File: src/verilog/cntPkg.sv
`default_nettype none

package cntPkg;

	// host inputs after synchronization into the CLK domain.
	// the two strobes are high for one CLK on a falling edge.
	typedef struct packed {
		// nmi button, low while pressed.
		logic nIpl2;
		// reset button, low while pressed.
		logic nRes;
		logic eFall;
		logic c8mFall;
	} syncInT;

	// timing strobes from the refresh and long timers.
	typedef struct packed {
		// end of one refresh period.
		logic periodEnd;
		// end of one long interval, a subset of periodEnd.
		logic longEnd;
		// one strobe per E period.
		logic eTick;
	} tickT;

	// host bus control, all registered.
	typedef struct packed {
		// drive PDS address and control.
		logic aoutOe;
		// bus request, active low.
		logic nBrIob;
		// host reset, active low.
		logic nResOut;
	} busCtrlT;

	// chip selects that start the i/o priority window.
	typedef struct packed {
		logic ioQosCs;
		logic sndQosCs;
		logic iackCs;
	} qosSelT;

	// refresh counter runs 0..10, so 11 E periods per refresh.
	localparam int unsigned REF_LAST_DEF = 10;
	// urgency covers the last two counts before the idle period.
	localparam int unsigned REF_URG_FROM_DEF = 9;
	// long timer length in refresh periods, minus one.
	localparam int unsigned LONG_LAST_DEF = 2047;
	// i/o priority hold time in refresh periods.
	localparam int unsigned QOS_HOLD_DEF = 15;

endpackage

`default_nettype wire

File: src/verilog/clockSync.sv
`timescale 1ns/1ps
`default_nettype none

module clockSync (
	input  logic           CLK,
	input  logic           reset,
	input  logic           e,
	input  logic           c8m,
	input  logic           nIpl2,
	input  logic           nResIn,
	output cntPkg::syncInT syncIn
);

	// sample history of the slow clocks.
	// bit 0 holds the newest sample.
	logic [1:0] eHist;
	logic [1:0] c8mHist;

	// first stage, shift in the raw pins.
	// cleared low so a high pin after reset never looks like a fall.
	always_ff @(posedge CLK) begin
		if (reset) begin
			eHist <= 2'b00;
			c8mHist <= 2'b00;
		end else begin
			eHist <= {eHist[0], e};
			c8mHist <= {c8mHist[0], c8m};
		end
	end

	// second stage, registered strobes and button levels.
	always_ff @(posedge CLK) begin
		if (reset) begin
			syncIn.eFall <= 1'b0;
			syncIn.c8mFall <= 1'b0;
			// buttons read as released.
			syncIn.nIpl2 <= 1'b1;
			syncIn.nRes <= 1'b1;
		end else begin
			// high then low in the history is a falling edge.
			syncIn.eFall <= eHist[1] && !eHist[0];
			syncIn.c8mFall <= c8mHist[1] && !c8mHist[0];
			// buttons are slow, one register is enough.
			syncIn.nIpl2 <= nIpl2;
			syncIn.nRes <= nResIn;
		end
	end

endmodule

`default_nettype wire

File: src/verilog/cntTop.sv
`timescale 1ns/1ps
`default_nettype none

module cntTop #(
	parameter int unsigned REF_LAST     = cntPkg::REF_LAST_DEF,
	parameter int unsigned REF_URG_FROM = cntPkg::REF_URG_FROM_DEF,
	parameter int unsigned LONG_LAST    = cntPkg::LONG_LAST_DEF,
	parameter int unsigned QOS_HOLD     = cntPkg::QOS_HOLD_DEF
) (
	input  logic            CLK,
	input  logic            reset,
	input  logic            e,
	input  logic            c8m,
	input  logic            nIpl2,
	input  logic            nResIn,
	input  logic            bact,
	input  logic            bactR,
	input  cntPkg::qosSelT  qosSel,
	output logic            refReq,
	output logic            refUrg,
	output cntPkg::busCtrlT busCtrl,
	output logic            ioQosEn,
	output logic            mcke
);

	import cntPkg::*;

	// synchronized inputs, shared by the three timing blocks.
	syncInT syncIn;
	// period and interval strobes.
	tickT   tick;

	clockSync u_clockSync (
		.CLK    (CLK),
		.reset  (reset),
		.e      (e),
		.c8m    (c8m),
		.nIpl2  (nIpl2),
		.nResIn (nResIn),
		.syncIn (syncIn)
	);

	refreshTimer #(
		.REF_LAST     (REF_LAST),
		.REF_URG_FROM (REF_URG_FROM),
		.LONG_LAST    (LONG_LAST)
	) u_refreshTimer (
		.CLK    (CLK),
		.reset  (reset),
		.syncIn (syncIn),
		.tick   (tick),
		.refReq (refReq),
		.refUrg (refUrg)
	);

	ioQosTimer #(
		.QOS_HOLD (QOS_HOLD)
	) u_ioQosTimer (
		.CLK     (CLK),
		.reset   (reset),
		.syncIn  (syncIn),
		.tick    (tick),
		.bact    (bact),
		.bactR   (bactR),
		.qosSel  (qosSel),
		.ioQosEn (ioQosEn),
		.mcke    (mcke)
	);

	startupSeq u_startupSeq (
		.CLK     (CLK),
		.reset   (reset),
		.syncIn  (syncIn),
		.tick    (tick),
		.busCtrl (busCtrl)
	);

endmodule

`default_nettype wire

File: src/verilog/ioQosTimer.sv
`timescale 1ns/1ps
`default_nettype none

module ioQosTimer #(
	parameter int unsigned QOS_HOLD = cntPkg::QOS_HOLD_DEF
) (
	input  logic           CLK,
	input  logic           reset,
	input  cntPkg::syncInT syncIn,
	input  cntPkg::tickT   tick,
	input  logic           bact,
	input  logic           bactR,
	input  cntPkg::qosSelT qosSel,
	output logic           ioQosEn,
	output logic           mcke
);

	localparam int unsigned QOS_W = (QOS_HOLD > 0) ? $clog2(QOS_HOLD + 1) : 1;
	localparam logic [QOS_W-1:0] QOS_RELOAD = QOS_W'(QOS_HOLD);

	logic             iackSel;
	logic             ioSel;
	logic [QOS_W-1:0] qosCnt;

	// registered selects, only valid during a bus cycle.
	// a pressed reset button counts as an interrupt acknowledge.
	always_ff @(posedge CLK) begin
		if (reset) begin
			iackSel <= 1'b0;
			ioSel <= 1'b0;
		end else begin
			iackSel <= (bact && qosSel.iackCs) || !syncIn.nRes;
			ioSel <= bact && (qosSel.ioQosCs || qosSel.sndQosCs);
		end
	end

	// countdown in refresh periods.
	// any select restarts the full hold time.
	always_ff @(posedge CLK) begin
		if (reset) begin
			qosCnt <= '0;
		end else if (iackSel || ioSel) begin
			qosCnt <= QOS_RELOAD;
		end else if (qosCnt != '0 && tick.periodEnd) begin
			qosCnt <= qosCnt - 1'b1;
		end
	end

	// priority level changes only between bus cycles.
	// the 68000 clock is throttled to C8M edges while it is set.
	always_ff @(posedge CLK) begin
		if (reset) begin
			ioQosEn <= 1'b0;
			mcke <= 1'b1;
		end else begin
			if (!bact) begin
				ioQosEn <= qosCnt != '0;
			end
			mcke <= bact || bactR || !ioQosEn || syncIn.c8mFall;
		end
	end

endmodule

`default_nettype wire

File: src/verilog/refreshTimer.sv
`timescale 1ns/1ps
`default_nettype none

module refreshTimer #(
	parameter int unsigned REF_LAST     = cntPkg::REF_LAST_DEF,
	parameter int unsigned REF_URG_FROM = cntPkg::REF_URG_FROM_DEF,
	parameter int unsigned LONG_LAST    = cntPkg::LONG_LAST_DEF
) (
	input  logic           CLK,
	input  logic           reset,
	input  cntPkg::syncInT syncIn,
	output cntPkg::tickT   tick,
	output logic           refReq,
	output logic           refUrg
);

	// counter widths follow the terminal counts.
	localparam int unsigned REF_W  = (REF_LAST > 0) ? $clog2(REF_LAST + 1) : 1;
	localparam int unsigned LONG_W = (LONG_LAST > 0) ? $clog2(LONG_LAST + 1) : 1;

	// compare values, one count early since the flags are registered.
	localparam logic [REF_W-1:0]  REF_PRE  = REF_W'(REF_LAST - 1);
	localparam logic [REF_W-1:0]  REF_END  = REF_W'(REF_LAST);
	localparam logic [REF_W-1:0]  URG_LO   = REF_W'(REF_URG_FROM - 1);
	localparam logic [LONG_W-1:0] LONG_PRE = LONG_W'(LONG_LAST - 1);

	logic [REF_W-1:0]  refCnt;
	logic              refTc;
	logic [LONG_W-1:0] longCnt;
	logic              longTc;
	logic              periodEndNow;

	// last E edge of the refresh period.
	assign periodEndNow = syncIn.eFall && refTc;

	// short timer, one step per E period.
	// refReq drops for the period after the last count.
	// refUrg covers the two periods before that.
	always_ff @(posedge CLK) begin
		if (reset) begin
			refCnt <= '0;
			refTc <= 1'b0;
			refReq <= 1'b0;
			refUrg <= 1'b0;
		end else if (syncIn.eFall) begin
			refCnt <= refTc ? '0 : refCnt + 1'b1;
			refTc <= refCnt == REF_PRE;
			refReq <= refCnt != REF_END;
			refUrg <= (refCnt >= URG_LO) && (refCnt <= REF_PRE);
		end
	end

	// long timer, one step per refresh period.
	always_ff @(posedge CLK) begin
		if (reset) begin
			longCnt <= '0;
			longTc <= 1'b0;
		end else if (periodEndNow) begin
			longCnt <= longTc ? '0 : longCnt + 1'b1;
			longTc <= longCnt == LONG_PRE;
		end
	end

	// strobes to the other blocks, all delayed by the same one CLK.
	always_ff @(posedge CLK) begin
		if (reset) begin
			tick <= '0;
		end else begin
			tick.periodEnd <= periodEndNow;
			tick.longEnd <= periodEndNow && longTc;
			tick.eTick <= syncIn.eFall;
		end
	end

endmodule

`default_nettype wire

File: src/verilog/startupSeq.sv
`timescale 1ns/1ps
`default_nettype none

module startupSeq (
	input  logic            CLK,
	input  logic            reset,
	input  cntPkg::syncInT  syncIn,
	input  cntPkg::tickT    tick,
	output cntPkg::busCtrlT busCtrl
);

	// startup phases.
	localparam logic [1:0] PH_HOLD    = 2'd0;
	localparam logic [1:0] PH_NMI     = 2'd1;
	localparam logic [1:0] PH_DRIVE   = 2'd2;
	localparam logic [1:0] PH_RUNNING = 2'd3;

	logic [1:0] phase;
	logic       lookReset;

	// reset button watcher.
	// arms one E period after reset release, so a button
	// still held from the last press is ignored.
	always_ff @(posedge CLK) begin
		if (reset) begin
			lookReset <= 1'b0;
		end else if (!busCtrl.nResOut) begin
			lookReset <= 1'b0;
		end else if (tick.eTick) begin
			lookReset <= 1'b1;
		end
	end

	// phase sequencing and bus control outputs.
	always_ff @(posedge CLK) begin
		if (reset) begin
			phase <= PH_HOLD;
			busCtrl.aoutOe <= 1'b0;
			busCtrl.nBrIob <= 1'b0;
			busCtrl.nResOut <= 1'b0;
		end else begin
			case (phase)
				PH_HOLD: begin
					// pds bus floated, host in reset, bus requested.
					busCtrl.aoutOe <= 1'b0;
					busCtrl.nBrIob <= 1'b0;
					busCtrl.nResOut <= 1'b0;
					if (tick.longEnd) begin
						phase <= PH_NMI;
					end
				end
				PH_NMI: begin
					busCtrl.aoutOe <= 1'b0;
					busCtrl.nResOut <= 1'b0;
					// nmi drops the request, and it stays dropped.
					busCtrl.nBrIob <= !(!busCtrl.nBrIob && syncIn.nIpl2);
					// wait here while the button is held.
					if (tick.longEnd && syncIn.nIpl2) begin
						phase <= PH_DRIVE;
					end
				end
				PH_DRIVE: begin
					// only drive the bus if it was requested.
					busCtrl.aoutOe <= !busCtrl.nBrIob;
					busCtrl.nResOut <= 1'b0;
					if (tick.longEnd) begin
						phase <= PH_RUNNING;
					end
				end
				default: begin
					// let the host run.
					busCtrl.nResOut <= 1'b1;
					if (lookReset && !syncIn.nRes) begin
						phase <= PH_HOLD;
					end
				end
			endcase
		end
	end

endmodule

`default_nettype wire
File: config.mk
export PLATFORM = sky130hd
export DESIGN_NAME = cntTop
export DESIGN_NICKNAME = d
export VERILOG_FILES = /design/src/verilog/cntPkg.sv /design/src/verilog/clockSync.sv /design/src/verilog/cntTop.sv /design/src/verilog/ioQosTimer.sv /design/src/verilog/refreshTimer.sv /design/src/verilog/startupSeq.sv
export SDC_FILE = /design/constraint.sdc
export NUM_CORES = 1
export LEC_CHECK = 0
export ABC_AREA = 1
export BUFFER_PORTS_ARGS = -buffer_cell sky130_fd_sc_hd__buf_2
export CORE_ASPECT_RATIO = 0.75
export CORE_UTILIZATION = 30
export DETAILED_ROUTE_END_ITERATION = 7
export GPL_TIMING_DRIVEN = 0
export PLACE_DENSITY = 0.49
export REMOVE_ABC_BUFFERS = 1
export SKIP_CTS_REPAIR_TIMING = 1
export SYNTH_ARGS = -nofsm -noshare
export SYNTH_HDL_FRONTEND = slang
export SYNTH_SLANG_ARGS = --single-unit
File: constraint.sdc
create_clock -name CLK -period 1.5 [get_ports CLK]
set_input_delay 0.15 -clock CLK [delete_from_list [all_inputs] [get_ports CLK]]
set_output_delay 0.15 -clock CLK [all_outputs]
set_load 0.05 [all_outputs]
==> flow_summary.json, run 1 <==
{
  "status": "complete, no violations",
  "place_inst": 337,
  "yosysSeqAreaShare": 0.4577,
  "routed_wl_um": 3548,
  "root_buffer": "clkbuf_8",
  "cts_tree": "done",
  "arrival_ns": 1.52,
  "path_clk_slew_ns": 0.08,
  "ys_types": 33,
  "synth_xor_xnor_area_share": 0,
  "hold_start": "nIpl2",
  "start_util": 0.3204,
  "synth.area.mux_share": 0,
  "synth_simple_gate_area_frac": 0.2633,
  "fp-row-count": 24,
  "drc": 0,
  "finalCritPeriodShare": 0.8838,
  "grt_usage": 0.1207,
  "avgViaCountPerCell": 4.378,
  "hold_viol": 0,
  "cts.sinks": 44,
  "rr_startpoint": "u_ioQosTimer.qosCnt[0]",
  "yosys.area.top_type": "dfxtp_1",
  "synth_top_area_frac": 0.4577,
  "synth-seq-cells": 44,
  "dieArea_mm2": 0.006742,
  "fin_nets": 289,
  "grt_first_pass_wirelength_um": 6196,
  "relSlewSlack": 0.7050,
  "antenna_left": 0,
  "power_leakage_nw": 0.9332,
  "yosysWarnings": 0,
  "drive_gt1_frac": 0.1466,
  "yosys-top-cells-area": "dfxtp_1 (46%), nand2_1 (8.8%), ha_1 (7.8%)",
  "fin_cells": 344,
  "grt_max_degree": 24,
  "synth_compound_area_frac": 0.1112,
  "overflow": 0,
  "peakVddDrop_mv": 0.4071,
  "cts_max_level": 2,
  "syn_area_mm2": 0.001924,
  "worst_skew_pair.late_latency_ns": 0.29,
  "grt_pass1_vias": 1397,
  "total_power_w": 0.002244,
  "p_per_area_mw_per_mm2": 1034,
  "synthCells": 245,
  "clock_skew_ns": 0.004084,
  "syn_to_final_growth_pct": 12.81,
  "numCtsBuffers": 5,
  "worst_pin_slew_ns": 0.4425,
  "detail_route.wl_per_cell_um": 10.31,
  "crit_path_max_fanout": 5,
  "crit_required_ns": 1.69,
  "synth_top_family_by_area": "simple AND/OR/NAND/NOR gates",
  "core_area_mm2": 0.006006,
  "setup_tns_ns": 0,
  "first_iter_violations": 50,
  "synth_fa_ha_area_frac": 0.07802,
  "avgSynthCellArea_um2": 7.854,
  "crit_start": "u_ioQosTimer.qosCnt[0]",
  "fin_crit_ns": 1.326,
  "end_kind": "register",
  "ios": 18,
  "setup_violations": 0,
  "rsz0062_at_grt": "no",
  "regToRegSetupSlack_ns": 0.17,
  "antenna_found_initial": 0,
  "drv_slew": 0,
  "route.vias.total": 1506,
  "portBuffers": 17,
  "diodes": 0,
  "crit_type": "register to register",
  "cts_buffer_depth": 2,
  "max_freq_ghz": 0.7543,
  "dp_hpwl_um": 2519,
  "critPathLaunchType": "register",
  "fp.dieH_um": 71.36,
  "place_congestion": 0.7509,
  "drv_cap": 0,
  "die_w_um": 94.48,
  "hold_path_class": "input port to register",
  "fill_cells": 653,
  "first_pass_iters": 4
}
cell type report:
class | instances | area [um2] | share of cell area
sequential | 44 | 883.3 | 0.4069
clock inverter | 1 | 5.005 | 0.002305
timing repair buffer | 17 | 85.08 | 0.03919
inverter | 39 | 151.4 | 0.06974
tap | 78 | 97.59 | 0.04496
multi-input combinational | 159 | 875.8 | 0.4035
clock buffer | 6 | 72.57 | 0.03343
final timing paths:
path	end	depth (start not counted)
setup / recovery	u_ioQosTimer.qosCnt[1]	10
hold / removal	u_clockSync.syncIn[3]	2
setup reg to reg	u_ioQosTimer.qosCnt[1]	10
hold reg to reg	u_clockSync.syncIn[1]	1
sequential cells by signal, indices dropped and copies added, names as in the netlist, 2 cells and up:
| signal | count |
|---|---|
| u_clockSync.c8mHist | 2 |
| u_ioQosTimer.qosCnt | 4 |
| u_clockSync.syncIn | 4 |
| u_startupSeq.busCtrl | 3 |
| u_refreshTimer.longCnt | 11 |
| u_refreshTimer.refCnt | 4 |
| u_startupSeq.phase | 2 |
| u_refreshTimer.tick | 3 |
| u_clockSync.eHist | 2 |
cell families (layout without fill, tap and decap cells):
group | Yosys count | count (layout)
fa+ha+maj | 12 | 12
buf+inv | 42 | 63
simple gates | 111 | 111
flops | 44 | 44
compound gates | 36 | 36
metrics by stage:
step	hold WS [ns]	util	cell area, um2	worst slack, ns
floorplan	0.2191	-	1903	0.2768
global placement	0.3321	0.3473	2086	0.1125
detailed placement	0.3388	0.3473	2086	0.1119
CTS	0.02543	0.3602	2163	0.09073
global route	0.02209	0.3615	2171	0.007639
finish	0.03386	0.3615	2171	0.1743
synth_stat cells, drive strengths merged:
cell type and number:
ha 12, o211ai 2, a32o 1, o31ai 1
a211oi 2, nor4 1, o22ai 1, nand4 3
dfxtp 44, nor3 4, inv 39, and3 1
or2 2, nand3 14, a21oi 12, a31oi 3
buf 3, nor2 35, o21bai 3, o21ai 11
nand2 47, nand3b 2, nor3b 2
cells in the final DEF (no fill, tap or decap):
master / n
a211oi_1: 2
a21oi_1: 12
a31oi_1: 3
a32o_1: 1
and3_1: 1
buf_2: 17
clkbuf_1: 1
clkbuf_8: 5
clkinv_2: 1
dfxtp_1: 42
dfxtp_2: 2
ha_1: 12
inv_1: 36
inv_2: 2
inv_6: 1
nand2_1: 44
nand2_2: 1
nand2_4: 2
nand3_1: 13
nand3_2: 1
nand3b_1: 2
nand4_1: 3
nor2_1: 32
nor2_2: 2
nor2_4: 1
nor3_1: 3
nor3_2: 1
nor3b_1: 2
nor4_1: 1
o211ai_1: 2
o21ai_0: 9
o21ai_1: 1
o21ai_2: 1
o21bai_1: 3
o22ai_1: 1
o31ai_1: 1
or2_2: 2
critical path: stages, from the launching register on:
cell and delay (ns):
dfxtp_1 0.34, inv_1 0.08, ha_1 0.21, inv_1 0.05
nor2_1 0.04, nand2_1 0.11, nand2_2 0.10, nand2_1 0.07
nand2_1 0.05, o21bai_1 0.13, inv_1 0.05
per-layer routing:
| layer | vias up | global-route usage | share of wire |
|---|---|---|---|
| met5 | - | 0 | 0 |
| met2 | 17 | 0.1699 | 0.37 |
| met3 | 7 | 0.03503 | 0.035 |
| met4 | 0 | 0.05556 | 0.017 |
| met1 | 658 | 0.1694 | 0.58 |
| li1 | 824 | - | - |
report_power, final:
group	internal, W	leakage [nW]	switching [W]
registers	0.00122	0.359	0.0000336
clock network	0.000317	0.0410	0.000382
logic	0.000101	0.533	0.000193
total	0.00164	0.933	0.000609
(Power assumes the default switching activity.)
==> run 2, diff against run 1 <==
--- a/config.mk
+++ b/config.mk
@@ -5,7 +5,6 @@
 export SDC_FILE = /design/constraint.sdc
 export NUM_CORES = 1
 export LEC_CHECK = 0
-export ABC_AREA = 1
 export BUFFER_PORTS_ARGS = -buffer_cell sky130_fd_sc_hd__buf_2
 export CORE_ASPECT_RATIO = 0.75
 export CORE_UTILIZATION = 30
==> flow_summary.json, run 2 <==
{
  "status": "complete, no violations",
  "grt_first_pass_wirelength_um": 5395,
  "synth_simple_gate_area_frac": 0.2291,
  "ios": 18,
  "cts_tree": "done",
  "place_congestion": 0.7272,
  "met1_usage": 0.1494,
  "crit_cells": 6,
  "max_stage_delay_ns": 0.37,
  "yosysSeqAreaShare": 0.4872,
  "crit_end": "u_startupSeq.phase[0]",
  "yosys.area.top_type": "dfxtp_1",
  "max_freq_ghz": 0.6827,
  "grt_pass1_vias": 1125,
  "regToRegSetupSlack_ns": 0.04,
  "crit_path_max_fanout": 4,
  "p_per_area_mw_per_mm2": 1017,
  "numCtsBuffers": 5,
  "worst_pin_slew_ns": 0.5765,
  "path_cells": "inv_1 -> ha_1 -> nor3_2 -> nand3b_1 -> o21a_1 -> a31o_2",
  "yosys-top-cells-area": "dfxtp_1 (49%), ha_1 (8.3%), nor2_1 (3.9%)",
  "use_met3": 0.03289,
  "synthMostInstantiatedCell": "dfxtp_1",
  "synth_fa_ha_area_frac": 0.08304,
  "grtUsageMet2": 0.1537,
  "fin_crit_ns": 1.465,
  "die_w_um": 91.64,
  "cts_buffer_depth": 2,
  "dieArea_mm2": 0.006344,
  "routed_wl_um": 3194,
  "synth_compound_area_frac": 0.09619,
  "arrival_ns": 1.66,
  "synth_top_family_by_area": "simple AND/OR/NAND/NOR gates",
  "slowest_stage": "dfxtp_2",
  "yosysWarnings": 0,
  "antenna_found_initial": 0,
  "rr_startpoint": "u_startupSeq.phase[0]",
  "path_clk_slew_ns": 0.09,
  "avgSynthCellArea_um2": 9.417,
  "clock_skew_ns": 0.008072,
  "synth_xor_xnor_area_share": 0.05329,
  "synthArstFlopShare": 0,
  "final_common_cell": "dfxtp_1",
  "fin_nets": 232,
  "peakVddDrop_mv": 0.3075,
  "start_util": 0.3104,
  "busiest_layer": "met2",
  "root_buffer": "clkbuf_8",
  "drv_slew": 0,
  "route.vias.total": 1286,
  "fp-row-count": 24,
  "synth_top_flop_cell": "dfxtp_1",
  "crit_required_ns": 1.70,
  "end_kind": "register",
  "dp_hpwl_um": 2182,
  "syn_to_final_growth_pct": 14.46,
  "ff2ff_path_depth": 6,
  "synth_commonest_cells": "dfxtp_1 (44), nor2_1 (19), a21oi_1 (14), nand2_1 (14), ha_1 (12)",
  "cts.sinks": 44,
  "crit_type": "register to register",
  "synth_enable_flop_cells": 0,
  "antenna_left": 0,
  "regMostFlops": "u_refreshTimer.longCnt",
  "layout_common_cells": "dfxtp_1 (42), nor2_1 (19), buf_2 (17)",
  "drive_gt1_frac": 0.1762,
  "relSlewSlack": 0.6156,
  "setup_violations": 0,
  "crit_start": "u_startupSeq.phase[0]",
  "critPathLaunchType": "register",
  "first_pass_iters": 4,
  "overflow": 0,
  "ys_types": 43,
  "first_iter_violations": 26,
  "hold_path_class": "input port to register",
  "dp_slack_ns": -0.05059,
  "portBuffers": 17,
  "finalCritPeriodShare": 0.9766,
  "synthCells": 192,
  "crit_family": "flip-flops",
  "fp.dieH_um": 69.23,
  "rsz0062_at_grt": "yes",
  "finalWorstSetupSlack_ns": 0.03515,
  "r2r_end": "u_startupSeq.phase[0]",
  "grt_max_degree": 32,
  "power_leakage_nw": 0.8293,
  "hold_viol": 0,
  "synth-seq-cells": 44,
  "diodes": 0,
  "grt_usage": 0.1086,
  "core_area_mm2": 0.005826,
  "worst_skew_pair.late_latency_ns": 0.30,
  "drv_cap": 0,
  "cts_max_level": 2,
  "final_util": 0.3552,
  "largest_reg_flops": 11,
  "drc": 0,
  "synth_top_area_frac": 0.4872,
  "syn_area_mm2": 0.001808,
  "detail_route.wl_per_cell_um": 11.09,
  "synth.area.mux_share": 0.01176,
  "critPathBufInv": 1,
  "avgViaCountPerCell": 4.465
}
run 2: logic make-up (layout without fill, tap and decap cells):
family | after synthesis | after routing
xor+xnor | 11 | 11
flops | 44 | 44
compound gates | 28 | 28
mux | 2 | 2
buf+inv | 17 | 35
fa+ha+maj | 12 | 12
simple gates | 78 | 78
run 2: per-stage QoR:
stage	TNS, ns	hold WS, ns	total power, W	instances	instance area, um2
after global routing	-0.02658	0.03055	0.002201	288	2069
after floorplan	0	0.2167	0.001300	185	1774
after global placement	-0.2373	0.3463	0.001345	280	1957
after detailed placement	-0.05059	0.3477	0.001346	280	1957
final	0	0.03395	0.002105	288	2069
after CTS	-0.07009	0.02926	0.002135	288	2054
run 2: worst min-delay path by stage:
stage / startpoint / to / slack, ns / depth (start not counted)
after global routing: nResIn / u_clockSync.syncIn[2] / 0.03 / 2
after floorplan: reset / u_refreshTimer.tick[0] / 0.22 / 1
after detailed placement: nResIn / u_clockSync.syncIn[2] / 0.35 / 2
after CTS: nIpl2 / u_clockSync.syncIn[3] / 0.03 / 2
final: nIpl2 / u_clockSync.syncIn[3] / 0.03 / 2
after global placement: nIpl2 / u_clockSync.syncIn[3] / 0.35 / 2
run 2: cell type report:
class / count / area (um2)
Clock inverter: 2 / 15.01
Sequential cell: 44 / 883.3
Clock buffer: 6 / 82.58
Fill cell: 609 / 3756
Multi-Input combinational cell: 131 / 868.3
Tap cell: 78 / 97.59
Timing Repair Buffer: 17 / 85.08
Inverter: 10 / 37.54
run 2: per-layer routing:
metal	part of all wire	vias up
met3	0.040	2
met4	0.011	0
met2	0.41	19
met5	0	-
met1	0.54	584
li1	-	681
run 2: worst reg2reg max path, delay by kind of cell (launching register included):
kind / cells / cell delay (ns)
flops: 1 / 0.37
compound gates: 2 / 0.37
simple gates: 2 / 0.32
fa+ha+maj: 1 / 0.24
buf+inv: 1 / 0.07
run 2: power breakdown:
part           internal (W)  switching, W
logic             0.0000420     0.0000655
registers           0.00119     0.0000172
clock network      0.000373      0.000412
